### config.mk
export PLATFORM = sky130hd
export DESIGN_NAME = spi_xip_top
export DESIGN_NICKNAME = d
export VERILOG_FILES = /design/src/hdl/spi_xip_pkg.sv /design/src/hdl/apb_decode.sv /design/src/hdl/apb_response.sv /design/src/hdl/spi_regs.sv /design/src/hdl/spi_shifter.sv /design/src/hdl/spi_xip_top.sv /design/src/hdl/xip_sequencer.sv
export VERILOG_INCLUDE_DIRS = /design/src /design/src/include
export SDC_FILE = /design/constraint.sdc
export NUM_CORES = 1
export LEC_CHECK = 0
export BUFFER_PORTS_ARGS = -buffer_cell sky130_fd_sc_hd__buf_2
export CORE_MARGIN = 10
export CORE_UTILIZATION = 48
export DETAILED_ROUTE_END_ITERATION = 8
export PLACE_DENSITY = 0.68
export SYNTH_ARGS = -nofsm -noshare
export SYNTH_HDL_FRONTEND = slang
export SYNTH_HIERARCHICAL = 1
export SYNTH_SLANG_ARGS = --single-unit
### constraint.sdc
create_clock -name clock -period 4.55 [get_ports clock]
set_clock_uncertainty 0.1 [all_clocks]
set_input_delay 0.455 -clock clock [delete_from_list [all_inputs] [get_ports clock]]
set_output_delay 0.455 -clock clock [all_outputs]
set_load 0.05 [all_outputs]
### src/include/spi_xip_config.svh
/* SPI XIP subsystem configuration */

`ifndef SPI_XIP_CONFIG_SVH
`define SPI_XIP_CONFIG_SVH

// slave select lines on the SPI master.
`define SPI_SS_NUM 8

// register window for direct SPI master access.
`define SPI_REG_BASE 32'h10001000
`define SPI_REG_LAST 32'h10001fff

// read-only execute-in-place flash window.
`define FLASH_BASE 32'h30000000
`define FLASH_LAST 32'h3fffffff

// SPI master register offsets, one word each.
`define REG_RX0_TX0 5'h00
`define REG_RX1_TX1 5'h04
`define REG_CTRL    5'h10
`define REG_DIVIDER 5'h14
`define REG_SS      5'h18

// flash read sequence.
`define FLASH_DIV      16'd4
`define FLASH_CMD_READ 8'h03

`endif

### src/hdl/spi_xip_pkg.sv
/* SPI XIP shared types */

`default_nettype none

package spi_xip_pkg;

  typedef enum logic [1:0] {
    ACC_REG_WR   = 2'd0,
    ACC_REG_RD   = 2'd1,
    ACC_FLASH_RD = 2'd2,
    ACC_BAD      = 2'd3
  } access_kind_e;

  typedef struct packed {
    access_kind_e kind;
    logic [31:0]  addr;
    logic [31:0]  wdata;
  } apb_req_t;

  typedef struct packed {
    logic        stb;
    logic        we;
    logic [4:0]  addr; // byte offset into the SPI master.
    logic [31:0] wdata;
  } reg_req_t;

  typedef struct packed {
    logic        ack;
    logic [31:0] rdata;
  } reg_rsp_t;

  // control word, high fields first.
  typedef struct packed {
    logic [17:0] rsvd_hi;
    logic        ass;
    logic        ie;
    logic [2:0]  rsvd_mid;
    logic        go_bsy;
    logic        rsvd_lo;
    logic [6:0]  char_len; // 0 means 64.
  } spi_ctrl_t;

  typedef union packed {
    logic [31:0] raw;
    spi_ctrl_t   fields;
  } spi_ctrl_u;

  typedef struct packed {
    logic        done;
    logic        err;
    logic        swap;
    logic [31:0] data;
  } xip_result_t;

endpackage

`default_nettype wire

### src/hdl/apb_decode.sv
/* APB access decode */

`timescale 1ns/1ns
`default_nettype none

`include "spi_xip_config.svh"

module apb_decode (
  input  wire                   clock,
  input  wire                   reset,
  input  wire  [31:0]           paddr_i,
  input  wire                   psel_i,
  input  wire                   penable_i,
  input  wire                   pwrite_i,
  input  wire  [31:0]           pwdata_i,
  input  wire                   done_i,
  output spi_xip_pkg::apb_req_t req_o,
  output logic                  start_o
);

  import spi_xip_pkg::*;

  logic         busy_q;
  logic         in_reg;
  logic         in_flash;
  logic         take;
  access_kind_e kind;

  assign in_reg   = (paddr_i >= `SPI_REG_BASE) && (paddr_i <= `SPI_REG_LAST);
  assign in_flash = (paddr_i >= `FLASH_BASE) && (paddr_i <= `FLASH_LAST);
  assign take     = psel_i && penable_i && !busy_q;

  always_comb begin
    if (in_reg) begin
      kind = pwrite_i ? ACC_REG_WR : ACC_REG_RD;
    end else if (in_flash && !pwrite_i) begin
      kind = ACC_FLASH_RD;
    end else begin
      kind = ACC_BAD; // flash writes and unmapped addresses.
    end
  end

  always_ff @(posedge clock or posedge reset) begin
    if (reset) begin
      busy_q  <= 1'b0;
      start_o <= 1'b0;
    end else begin
      start_o <= take;
      if (take) begin
        busy_q <= 1'b1;
      end else if (done_i) begin
        busy_q <= 1'b0; // freed by the pready pulse.
      end
    end
  end

  always_ff @(posedge clock) begin
    if (take) begin
      req_o <= '{kind: kind, addr: paddr_i, wdata: pwdata_i};
    end
  end

endmodule

`default_nettype wire

### src/hdl/apb_response.sv
/* APB response stage */

`timescale 1ns/1ns
`default_nettype none

module apb_response (
  input  wire                        clock,
  input  wire                        reset,
  input  wire spi_xip_pkg::xip_result_t result_i,
  output logic [31:0]                prdata_o,
  output logic                       pready_o,
  output logic                       pslverr_o,
  output logic                       done_o
);

  logic [31:0] swapped;

  // first byte on the wire goes to the lowest lane.
  assign swapped = {result_i.data[7:0], result_i.data[15:8],
                    result_i.data[23:16], result_i.data[31:24]};

  always_ff @(posedge clock or posedge reset) begin
    if (reset) begin
      prdata_o  <= '0;
      pready_o  <= 1'b0;
      pslverr_o <= 1'b0;
    end else begin
      pready_o  <= result_i.done;
      pslverr_o <= result_i.done && result_i.err;
      if (result_i.done) begin
        prdata_o <= result_i.err ? 32'h0 : (result_i.swap ? swapped : result_i.data);
      end
    end
  end

  assign done_o = pready_o;

endmodule

`default_nettype wire

### src/hdl/spi_regs.sv
/* SPI master register file */

`timescale 1ns/1ns
`default_nettype none

`include "spi_xip_config.svh"

module spi_regs (
  input  wire                      clock,
  input  wire                      reset,
  input  wire spi_xip_pkg::reg_req_t reg_req_i,
  input  wire                      shift_done_i,
  input  wire  [63:0]              rx_i,
  output spi_xip_pkg::reg_rsp_t    reg_rsp_o,
  output spi_xip_pkg::spi_ctrl_u   ctrl_o,
  output logic [15:0]              divider_o,
  output logic [`SPI_SS_NUM-1:0]   ss_o,
  output logic [63:0]              tx_o,
  output logic                     go_o
);

  import spi_xip_pkg::*;

  logic        ack_q;
  logic [31:0] rdata_q;
  logic        access;
  logic        wr;
  logic        busy;
  spi_ctrl_u   wr_ctrl;
  logic [31:0] rd_mux;

  assign access  = reg_req_i.stb && !ack_q;
  assign wr      = access && reg_req_i.we;
  assign busy    = ctrl_o.fields.go_bsy;
  assign wr_ctrl = reg_req_i.wdata;

  always_comb begin
    case (reg_req_i.addr)
      `REG_RX0_TX0: rd_mux = tx_o[31:0];
      `REG_RX1_TX1: rd_mux = tx_o[63:32];
      `REG_CTRL:    rd_mux = ctrl_o.raw;
      `REG_DIVIDER: rd_mux = {16'h0, divider_o};
      `REG_SS:      rd_mux = {{(32-`SPI_SS_NUM){1'b0}}, ss_o};
      default:      rd_mux = '0;
    endcase
  end

  always_ff @(posedge clock or posedge reset) begin
    if (reset) begin
      ack_q     <= 1'b0;
      go_o      <= 1'b0;
      ctrl_o    <= '0;
      divider_o <= '0;
      ss_o      <= '0;
    end else begin
      ack_q <= access;
      go_o  <= wr && (reg_req_i.addr == `REG_CTRL) && !busy && wr_ctrl.fields.go_bsy;
      if (wr && (reg_req_i.addr == `REG_CTRL) && !busy) begin
        ctrl_o <= wr_ctrl;
      end else if (shift_done_i) begin
        ctrl_o.fields.go_bsy <= 1'b0;
      end
      if (wr && (reg_req_i.addr == `REG_DIVIDER)) divider_o <= reg_req_i.wdata[15:0];
      if (wr && (reg_req_i.addr == `REG_SS)) ss_o <= reg_req_i.wdata[`SPI_SS_NUM-1:0];
    end
  end

  // data word holds tx until a transfer ends, then the received bits.
  always_ff @(posedge clock) begin
    if (shift_done_i) begin
      tx_o <= rx_i;
    end else if (wr && !busy) begin
      if (reg_req_i.addr == `REG_RX0_TX0) tx_o[31:0] <= reg_req_i.wdata;
      if (reg_req_i.addr == `REG_RX1_TX1) tx_o[63:32] <= reg_req_i.wdata;
    end
    if (access) rdata_q <= rd_mux;
  end

  assign reg_rsp_o = '{ack: ack_q, rdata: rdata_q};

endmodule

`default_nettype wire

### src/hdl/spi_shifter.sv
/* SPI mode 0 shift engine */

`timescale 1ns/1ns
`default_nettype none

`include "spi_xip_config.svh"

module spi_shifter (
  input  wire                       clock,
  input  wire                       reset,
  input  wire spi_xip_pkg::spi_ctrl_u ctrl_i,
  input  wire  [15:0]               divider_i,
  input  wire  [`SPI_SS_NUM-1:0]    ss_i,
  input  wire  [63:0]               tx_i,
  input  wire                       go_i,
  input  wire                       spi_miso_i,
  output logic [63:0]               rx_o,
  output logic                      done_o,
  output logic                      spi_sck_o,
  output logic [`SPI_SS_NUM-1:0]    spi_ss_o,
  output logic                      spi_mosi_o,
  output logic                      spi_irq_o
);

  logic [15:0] div_cnt;
  logic        active;
  logic        miso_q;
  logic [63:0] shreg;
  logic [6:0]  bits_left;
  logic [6:0]  nbits;
  logic        tick;

  assign nbits = ((ctrl_i.fields.char_len == 7'd0) || (ctrl_i.fields.char_len > 7'd64)) ?
                 7'd64 : ctrl_i.fields.char_len;
  assign tick  = active && (div_cnt == divider_i); // half a bit period.

  always_ff @(posedge clock or posedge reset) begin
    if (reset) begin
      div_cnt   <= '0;
      spi_sck_o <= 1'b0;
      active    <= 1'b0;
      miso_q    <= 1'b0;
      shreg     <= '0;
      bits_left <= '0;
      done_o    <= 1'b0;
      spi_irq_o <= 1'b0;
    end else begin
      done_o <= 1'b0;
      if (go_i && !active) begin
        active    <= 1'b1;
        div_cnt   <= '0;
        spi_sck_o <= 1'b0;
        shreg     <= tx_i; // short transfers use the top bits.
        bits_left <= nbits;
        spi_irq_o <= 1'b0;
      end else if (tick) begin
        div_cnt   <= '0;
        spi_sck_o <= ~spi_sck_o;
        if (!spi_sck_o) begin
          miso_q <= spi_miso_i; // rising edge samples.
        end else begin
          shreg     <= {shreg[62:0], miso_q}; // falling edge shifts.
          bits_left <= bits_left - 7'd1;
          if (bits_left == 7'd1) begin
            active <= 1'b0;
            done_o <= 1'b1;
            if (ctrl_i.fields.ie) spi_irq_o <= 1'b1;
          end
        end
      end else if (active) begin
        div_cnt <= div_cnt + 16'd1;
      end
    end
  end

  assign rx_o       = shreg;
  assign spi_mosi_o = shreg[63];
  // automatic select only drives the lines during a transfer.
  assign spi_ss_o   = ~(ctrl_i.fields.ass ? (ss_i & {`SPI_SS_NUM{active}}) : ss_i);

endmodule

`default_nettype wire

### src/hdl/spi_xip_top.sv
/* APB SPI flash XIP top */

`timescale 1ns/1ns
`default_nettype none

`include "spi_xip_config.svh"

module spi_xip_top (
  input  wire                     clock,
  input  wire                     reset,
  input  wire  [31:0]             paddr_i,
  input  wire                     psel_i,
  input  wire                     penable_i,
  input  wire                     pwrite_i,
  input  wire  [31:0]             pwdata_i,
  output logic [31:0]             prdata_o,
  output logic                    pready_o,
  output logic                    pslverr_o,
  output logic                    spi_sck_o,
  output logic [`SPI_SS_NUM-1:0]  spi_ss_o,
  output logic                    spi_mosi_o,
  input  wire                     spi_miso_i,
  output logic                    spi_irq_o
);

  import spi_xip_pkg::*;

  apb_req_t              req;
  logic                  start;
  logic                  resp_done;
  reg_req_t              reg_req;
  reg_rsp_t              reg_rsp;
  xip_result_t           result;
  spi_ctrl_u             ctrl;
  logic [15:0]           divider;
  logic [`SPI_SS_NUM-1:0] ss;
  logic [63:0]           tx;
  logic [63:0]           rx;
  logic                  go;
  logic                  shift_done;

  apb_decode i_decode (
    .clock(clock), .reset(reset), .paddr_i(paddr_i), .psel_i(psel_i),
    .penable_i(penable_i), .pwrite_i(pwrite_i), .pwdata_i(pwdata_i),
    .done_i(resp_done), .req_o(req), .start_o(start)
  );

  xip_sequencer i_sequencer (
    .clock(clock), .reset(reset), .req_i(req), .start_i(start),
    .reg_rsp_i(reg_rsp), .reg_req_o(reg_req), .result_o(result)
  );

  spi_regs i_regs (
    .clock(clock), .reset(reset), .reg_req_i(reg_req), .shift_done_i(shift_done),
    .rx_i(rx), .reg_rsp_o(reg_rsp), .ctrl_o(ctrl), .divider_o(divider),
    .ss_o(ss), .tx_o(tx), .go_o(go)
  );

  spi_shifter i_shifter (
    .clock(clock), .reset(reset), .ctrl_i(ctrl), .divider_i(divider), .ss_i(ss),
    .tx_i(tx), .go_i(go), .spi_miso_i(spi_miso_i), .rx_o(rx), .done_o(shift_done),
    .spi_sck_o(spi_sck_o), .spi_ss_o(spi_ss_o), .spi_mosi_o(spi_mosi_o),
    .spi_irq_o(spi_irq_o)
  );

  apb_response i_response (
    .clock(clock), .reset(reset), .result_i(result), .prdata_o(prdata_o),
    .pready_o(pready_o), .pslverr_o(pslverr_o), .done_o(resp_done)
  );

endmodule

`default_nettype wire

### src/hdl/xip_sequencer.sv
/* register bus and flash read sequencer */

`timescale 1ns/1ns
`default_nettype none

`include "spi_xip_config.svh"

module xip_sequencer (
  input  wire                      clock,
  input  wire                      reset,
  input  wire spi_xip_pkg::apb_req_t req_i,
  input  wire                      start_i,
  input  wire spi_xip_pkg::reg_rsp_t reg_rsp_i,
  output spi_xip_pkg::reg_req_t    reg_req_o,
  output spi_xip_pkg::xip_result_t result_o
);

  import spi_xip_pkg::*;

  typedef enum logic [3:0] {
    ST_IDLE, ST_REG, ST_DIV, ST_CTRL, ST_TX1, ST_TX0,
    ST_SS, ST_GO, ST_POLL, ST_SSN, ST_RX
  } seq_state_e;

  seq_state_e  state;
  seq_state_e  next_state;
  logic        stb_q;
  logic        bus_we;
  logic [4:0]  bus_addr;
  logic [31:0] bus_wdata;
  spi_ctrl_u   ctrl_cfg;
  spi_ctrl_u   ctrl_go;
  spi_ctrl_u   poll_word;
  logic        step_done;
  logic        finish;
  logic        bad_start;
  logic        res_done;
  logic        res_err;
  logic        res_swap;
  logic [31:0] res_data;

  always_comb begin
    ctrl_cfg.raw            = '0;
    ctrl_cfg.fields.char_len = 7'd64;
    ctrl_cfg.fields.ass      = 1'b1;
    ctrl_go                  = ctrl_cfg;
    ctrl_go.fields.go_bsy    = 1'b1;
  end

  assign poll_word = reg_rsp_i.rdata;
  assign step_done = stb_q && reg_rsp_i.ack;
  assign finish    = step_done && ((state == ST_REG) || (state == ST_RX));
  assign bad_start = (state == ST_IDLE) && start_i && (req_i.kind == ACC_BAD);

  // one register access per state.
  always_comb begin
    bus_we    = 1'b1;
    bus_addr  = '0;
    bus_wdata = '0;
    case (state)
      ST_REG: begin
        bus_we    = (req_i.kind == ACC_REG_WR);
        bus_addr  = req_i.addr[4:0];
        bus_wdata = req_i.wdata;
      end
      ST_DIV: begin
        bus_addr  = `REG_DIVIDER;
        bus_wdata = {16'h0, `FLASH_DIV};
      end
      ST_CTRL: begin
        bus_addr  = `REG_CTRL;
        bus_wdata = ctrl_cfg.raw;
      end
      ST_TX1: begin
        bus_addr  = `REG_RX1_TX1;
        bus_wdata = {`FLASH_CMD_READ, req_i.addr[23:0]}; // command, then address.
      end
      ST_TX0:  bus_addr = `REG_RX0_TX0; // clocks out the data phase.
      ST_SS: begin
        bus_addr  = `REG_SS;
        bus_wdata = 32'h1;
      end
      ST_GO: begin
        bus_addr  = `REG_CTRL;
        bus_wdata = ctrl_go.raw;
      end
      ST_POLL: begin
        bus_we   = 1'b0;
        bus_addr = `REG_CTRL;
      end
      ST_SSN:  bus_addr = `REG_SS;
      ST_RX: begin
        bus_we   = 1'b0;
        bus_addr = `REG_RX0_TX0;
      end
      default: bus_we = 1'b0;
    endcase
  end

  always_comb begin
    case (state)
      ST_DIV:  next_state = ST_CTRL;
      ST_CTRL: next_state = ST_TX1;
      ST_TX1:  next_state = ST_TX0;
      ST_TX0:  next_state = ST_SS;
      ST_SS:   next_state = ST_GO;
      ST_GO:   next_state = ST_POLL;
      ST_POLL: next_state = poll_word.fields.go_bsy ? ST_POLL : ST_SSN;
      ST_SSN:  next_state = ST_RX;
      default: next_state = ST_IDLE;
    endcase
  end

  always_ff @(posedge clock or posedge reset) begin
    if (reset) begin
      state    <= ST_IDLE;
      stb_q    <= 1'b0;
      res_done <= 1'b0;
    end else begin
      res_done <= finish || bad_start;
      if (state == ST_IDLE) begin
        if (start_i && (req_i.kind != ACC_BAD)) begin
          state <= (req_i.kind == ACC_FLASH_RD) ? ST_DIV : ST_REG;
          stb_q <= 1'b1;
        end
      end else if (stb_q) begin
        if (reg_rsp_i.ack) begin
          stb_q <= 1'b0;
          state <= next_state;
        end
      end else begin
        stb_q <= 1'b1; // start the next step.
      end
    end
  end

  always_ff @(posedge clock) begin
    if (bad_start) begin
      res_err  <= 1'b1;
      res_swap <= 1'b0;
      res_data <= '0;
    end else if (finish) begin
      res_err  <= 1'b0;
      res_swap <= (state == ST_RX);
      res_data <= reg_rsp_i.rdata;
    end
  end

  assign reg_req_o = '{stb: stb_q, we: bus_we, addr: bus_addr, wdata: bus_wdata};
  assign result_o  = '{done: res_done, err: res_err, swap: res_swap, data: res_data};

endmodule

`default_nettype wire

Word level (Yosys, flattened, before mapping)
Cells that the tools add are included.
{"block": "word_totals", "ram_bits": 0, "register_bits": 380, "memories": 0, "output_inout_bits": 45, "wordCells": 171, "latch_bits": 0, "mem_bits_ro": 0, "in_bits": 70}
{"block": "op_classes", "mul": 0, "muxes": 54, "order_cmp": 5, "n_div": 0, "reduce_logical": 55, "shift": 0, "n_bitwise": 4, "addsub": 2, "n_eq_ne": 20}
{"operator": "64-bit two-way mux", "count": 5}
{"operator": "32-bit case mux with 6 select lines", "count": 1}
{"operator": "32-bit case mux with 5 select lines", "count": 1}
{"operator": "32-bit two-way mux", "count": 4}
{"operator": "16-bit two-way mux", "count": 3}
{"operator": "32-bit by 29-bit >= comparator with 1-bit output, second input constant", "count": 1}
{"operator": "32-bit by 30-bit >= comparator with 1-bit output, second input constant", "count": 1}
{"operator": "32-bit by 29-bit less-or-equal comparator with 1-bit output, second input constant", "count": 1}
{"operator": "32-bit by 30-bit less-or-equal comparator with 1-bit output, second input constant", "count": 1}
{"operator": "4-bit case mux with 8 select lines", "count": 1}
{"operator": "7-bit two-way mux", "count": 4}
{"operator": "1-bit two-way mux", "count": 26}
{"operator": "5-bit case mux with 5 select lines", "count": 1}
{"operator": "2-bit nonzero test", "count": 11}
{"operator": "1-bit logical AND", "count": 21}
{"operator": "16-bit by 1-bit adder with 16-bit output, second input constant", "count": 1}
{"operator": "16-bit equality test", "count": 1}
{"operator": "4-bit by 3-bit equality test with 1-bit output, second input constant", "count": 4}
{"operator": "4-bit two-way mux", "count": 4}
{"operator": "5-bit equality test, second input constant", "count": 3}
{"operator": "4-bit equality test, second input constant", "count": 3}
{"operator": "3-bit AND reduction", "count": 3}
{"operator": "8-bit AND", "count": 1}
{"operator": "4-bit by 2-bit equality test with 1-bit output, second input constant", "count": 2}
{"operator": "24 further kinds", "count": 36}

Depth between registers and ports, before layout
{"block": "depth", "word_depth": 7, "ltp_mapped": 11}

Modules after synthesis
The synthesis kept the hierarchy.
{"module": "spi_regs", "area_each_um2": 6845.3, "cells_per_inst": 519, "instances": 1, "seq_area_each_um2": 4334.2}
{"module": "spi_shifter", "area_each_um2": 4912.2, "cells_per_inst": 566, "instances": 1, "seq_area_each_um2": 2302.2}
{"module": "xip_sequencer", "area_each_um2": 2225.9, "cells_per_inst": 237, "instances": 1, "seq_area_each_um2": 830.8}
{"module": "apb_decode", "area_each_um2": 2147.1, "cells_per_inst": 83, "instances": 1, "seq_area_each_um2": 2031.9}
{"module": "apb_response", "area_each_um2": 1626.6, "cells_per_inst": 145, "instances": 1, "seq_area_each_um2": 850.8}

Least setup slack after synthesis
No wires, ideal clock.
{"block": "synth_path", "path_kind": "input -> register", "startpoint": "input psel_i", "endpoint": "register i_decode/req_o[0] (netlist bit) (enable)", "arrival_ns": 3.311, "required_ns": 3.958, "setup_slack_ns": 0.646, "setup_time_ns": 0.492, "stages": 2, "path_cell_list": "nand2_1 > nor2_1"}
{"block": "synth_between", "elab_chain_cells": 2}
{"element": "start, declared", "line": "spi_xip_top.sv:12", "rtl": "input wire psel_i,"}
{"element": "1-bit logical AND (2 in a row)", "line": "apb_decode.sv:31", "rtl": "assign take = psel_i && penable_i && !busy_q;"}
{"element": "via i_decode.take", "line": "apb_decode.sv:26", "rtl": "logic take;"}
{"element": "end signal, assigned", "line": "apb_decode.sv:59", "rtl": "req_o <= '{kind: kind, addr: paddr_i, wdata: pwdata_i};"}
{"element": "end, declared", "line": "apb_decode.sv:17", "rtl": "output spi_xip_pkg::apb_req_t req_o,"}
The timed path passes the listed nets, and every way through them passes these cells.
A chain may end at the register's enable or synchronous reset.

==> results by group <==
Status
  – Status: finished, final reports clean

Critical path
  – FF-to-FF setup slack: 0.65 ns
  – R2R Path End: i_regs/ctrl_o[28]
  – CP Max Fanout: 33
  – Reg2reg start: i_sequencer/state[1]
  – Critical setup path kind: flop to flop
  – Setup crit start kind: flop
  – Critical path data arrival time: 4.21 ns
  – Reg2reg path depth: 7
  – CP Data Required Time: 4.86 ns
  – Setup crit end kind: flop

Route
  – 1st-iter DRT viols: 1225
  – Via Count: 12464
  – DR pass1 iterations: 6
  – Vias per Instance: 5.84
  – Routed wire length: 46.5 mm
  – # DRC: 0
  – WL/cell: 21.8 um
  – Antenna Nets Post-Route: 0

Job
  – Max Cap Viol: 0

Timing
  – Setup TNS: 0 ns
  – RSZ-0062 raised after global routing: no
  – Least-Margin Pin Slew: 1.04 ns
  – Max-slew violation count: 0
  – Hold Vio Cnt, Final: 0
  – Slew margin rel.: 30.5%
  – Final setup violation count: 0
  – F_max: 257 MHz
  – Min Tclk post-route: 3.90 ns
  – Crit share post-route: 85.6%

Power and ir drop
  – Maximum VDD drop: 0.590 mV
  – Pleak: 8.24 nW
  – Pwr dens: 685 nW/um^2

Hold path
  – HP Class: primary input to flop
  – Hold Crit Depth: 1
  – Worst hold endpoint: i_decode/req_o[44]
  – Worst hold path startpoint: paddr_i[12]

Cells and area
  – # nets final: 1715
  – Area Growth Syn to Fin: 13.5%
  – Share of cells above drive strength 1: 20.6%
  – Diode count: 0
  – Post-Layout Inst Area: 19900 um^2

Clock tree
  – Worst skew pair latency: 0.54 ns
  – CTS tree: built
  – Root buf cell: clkbuf_16
  – Setup bufs post-CTS: 0
  – CTS Buf Count: 39
  – CTS Buffer Depth: 3
  – H-tree depth: 2
  – Cts repair resizes: 0
  – Clk slew on worst S/H paths: 0.06 ns
  – CTS sink cnt: 380

Floorplanning
  – Height of the die: 211 um
  – Die area: 44500 um^2
  – Die width: 211 um
  – Io pins: 115
  – Row count: 69
  – Core area: 35800 um^2
  – Initial Util: 48.9%

Global route
  – All-Layer GR Usage: 20.7%
  – First-pass GRT wire length: 72.8 mm
  – GRT overflow: 0
  – Largest net degree at the start of global routing: 94
  – Initial antenna violation count: 1
  – Vias in the first global route: 12733

Synth
  – Yosys Warn Count: 6
  – Syn_nets: 1615
  – Syn avg cell area: 11.4 um^2
  – Syn Std Cell Area: 17500 um^2
  – Cells after synthesis: 1542

Placed design
  – Routability cong.: 0.873
  – Placed cell areas: 18200 um^2
  – # port buffers: 114
  – HPWL Detailed: 31.0 mm
## timing repair
item,CTS,global route
hold buffers,51,0
hold endpoints to repair,95,0
setup endpoints to repair,0,0
## per-layer routing
metal	vias up	share of wire (%)	GRT usage (%)
met4	2	3.0	7.02
met1	6236	42	26.8
met3	86	5.5	3.55
met5	-	0.028	0
li1	5737	-	-
met2	403	49	34.7
## worst max-delay path, cell delays in order, from the launching register on
cell and delay, ns:
dfrtp_1 0.72, nand2b_1 0.25, nor2_1 0.12, o21ai_0 0.15, o31ai_1 0.23, nor3_4 0.64
nand3_2 0.94, mux2_2 0.59
## sequential cells by signal (all words and copies together) (netlist names), 4 cells and up
name / count
i_shifter/div_cnt: 16
i_sequencer/res_data: 32
i_regs/tx_o: 64
i_shifter/bits_left: 7
i_regs/divider_o: 16
i_sequencer/state: 4
i_response/prdata_o: 32
i_regs/ss_o: 8
i_regs/rdata_q: 32
i_regs/ctrl_o: 32
i_decode/req_o: 58
i_shifter/rx_o: 64
## worst max path at each step
stage,slack (ns),startpoint,endpoint
global placement,0.90,i_sequencer/state[1],i_regs/ctrl_o[22]
CTS,0.72,i_sequencer/state[1],i_regs/ctrl_o[28]
global route,0.39,i_sequencer/state[1],i_regs/ctrl_o[31]
finish,0.65,i_sequencer/state[1],i_regs/ctrl_o[28]
floorplan,0.67,i_sequencer/state[2],i_regs/tx_o[32]
detailed placement,0.74,i_sequencer/state[1],i_regs/ctrl_o[18]
## power breakdown
group | switching (W) | total, W | internal (W)
Combinational | 0.00341 | 0.00507 | 0.00166
Clock | 0.00132 | 0.00305 | 0.00174
Sequential | 0.000820 | 0.00549 | 0.00467
## through the flow
step	hold slack (ns)	utilization [%]	setup slack [ns]	instances	total power [W]
finish	0.0145	55.5	0.654	2134	0.0136
global route	0.00000738	55.5	0.388	2134	0.0143
CTS	0.00126	55.5	0.722	2134	0.0136
detailed placement	0.291	50.7	0.736	2011	0.0105
global placement	0.290	50.7	0.899	2011	0.0104
floorplan	0.0962	-	0.674	1542	0.00914
## cell type report
type / count / area (um^2)
clock inverters: 15 / 80.1
clock buffers: 57 / 1130
multi-input cells: 982 / 6530
flip-flops and latches: 380 / 10100
inverters: 50 / 189
repair buffers: 189 / 1260
fillers: 2979 / 15900
well taps: 461 / 577
## placed cells by master, fill, tap and decap left out, types with 36 or more instances in the layout
cell,count
dfrtp_1,190
nand2_1,174
edfxtp_1,154
buf_2,114
nor2_1,101
mux2i_1,82
o21ai_0,82
nand4_1,72
a31oi_1,69
mux2_2,58
dlygate4sd3_1,51
inv_1,47
clkbuf_16,40
nand2b_1,36
Note: power is estimated with default switching activity, not from simulation.
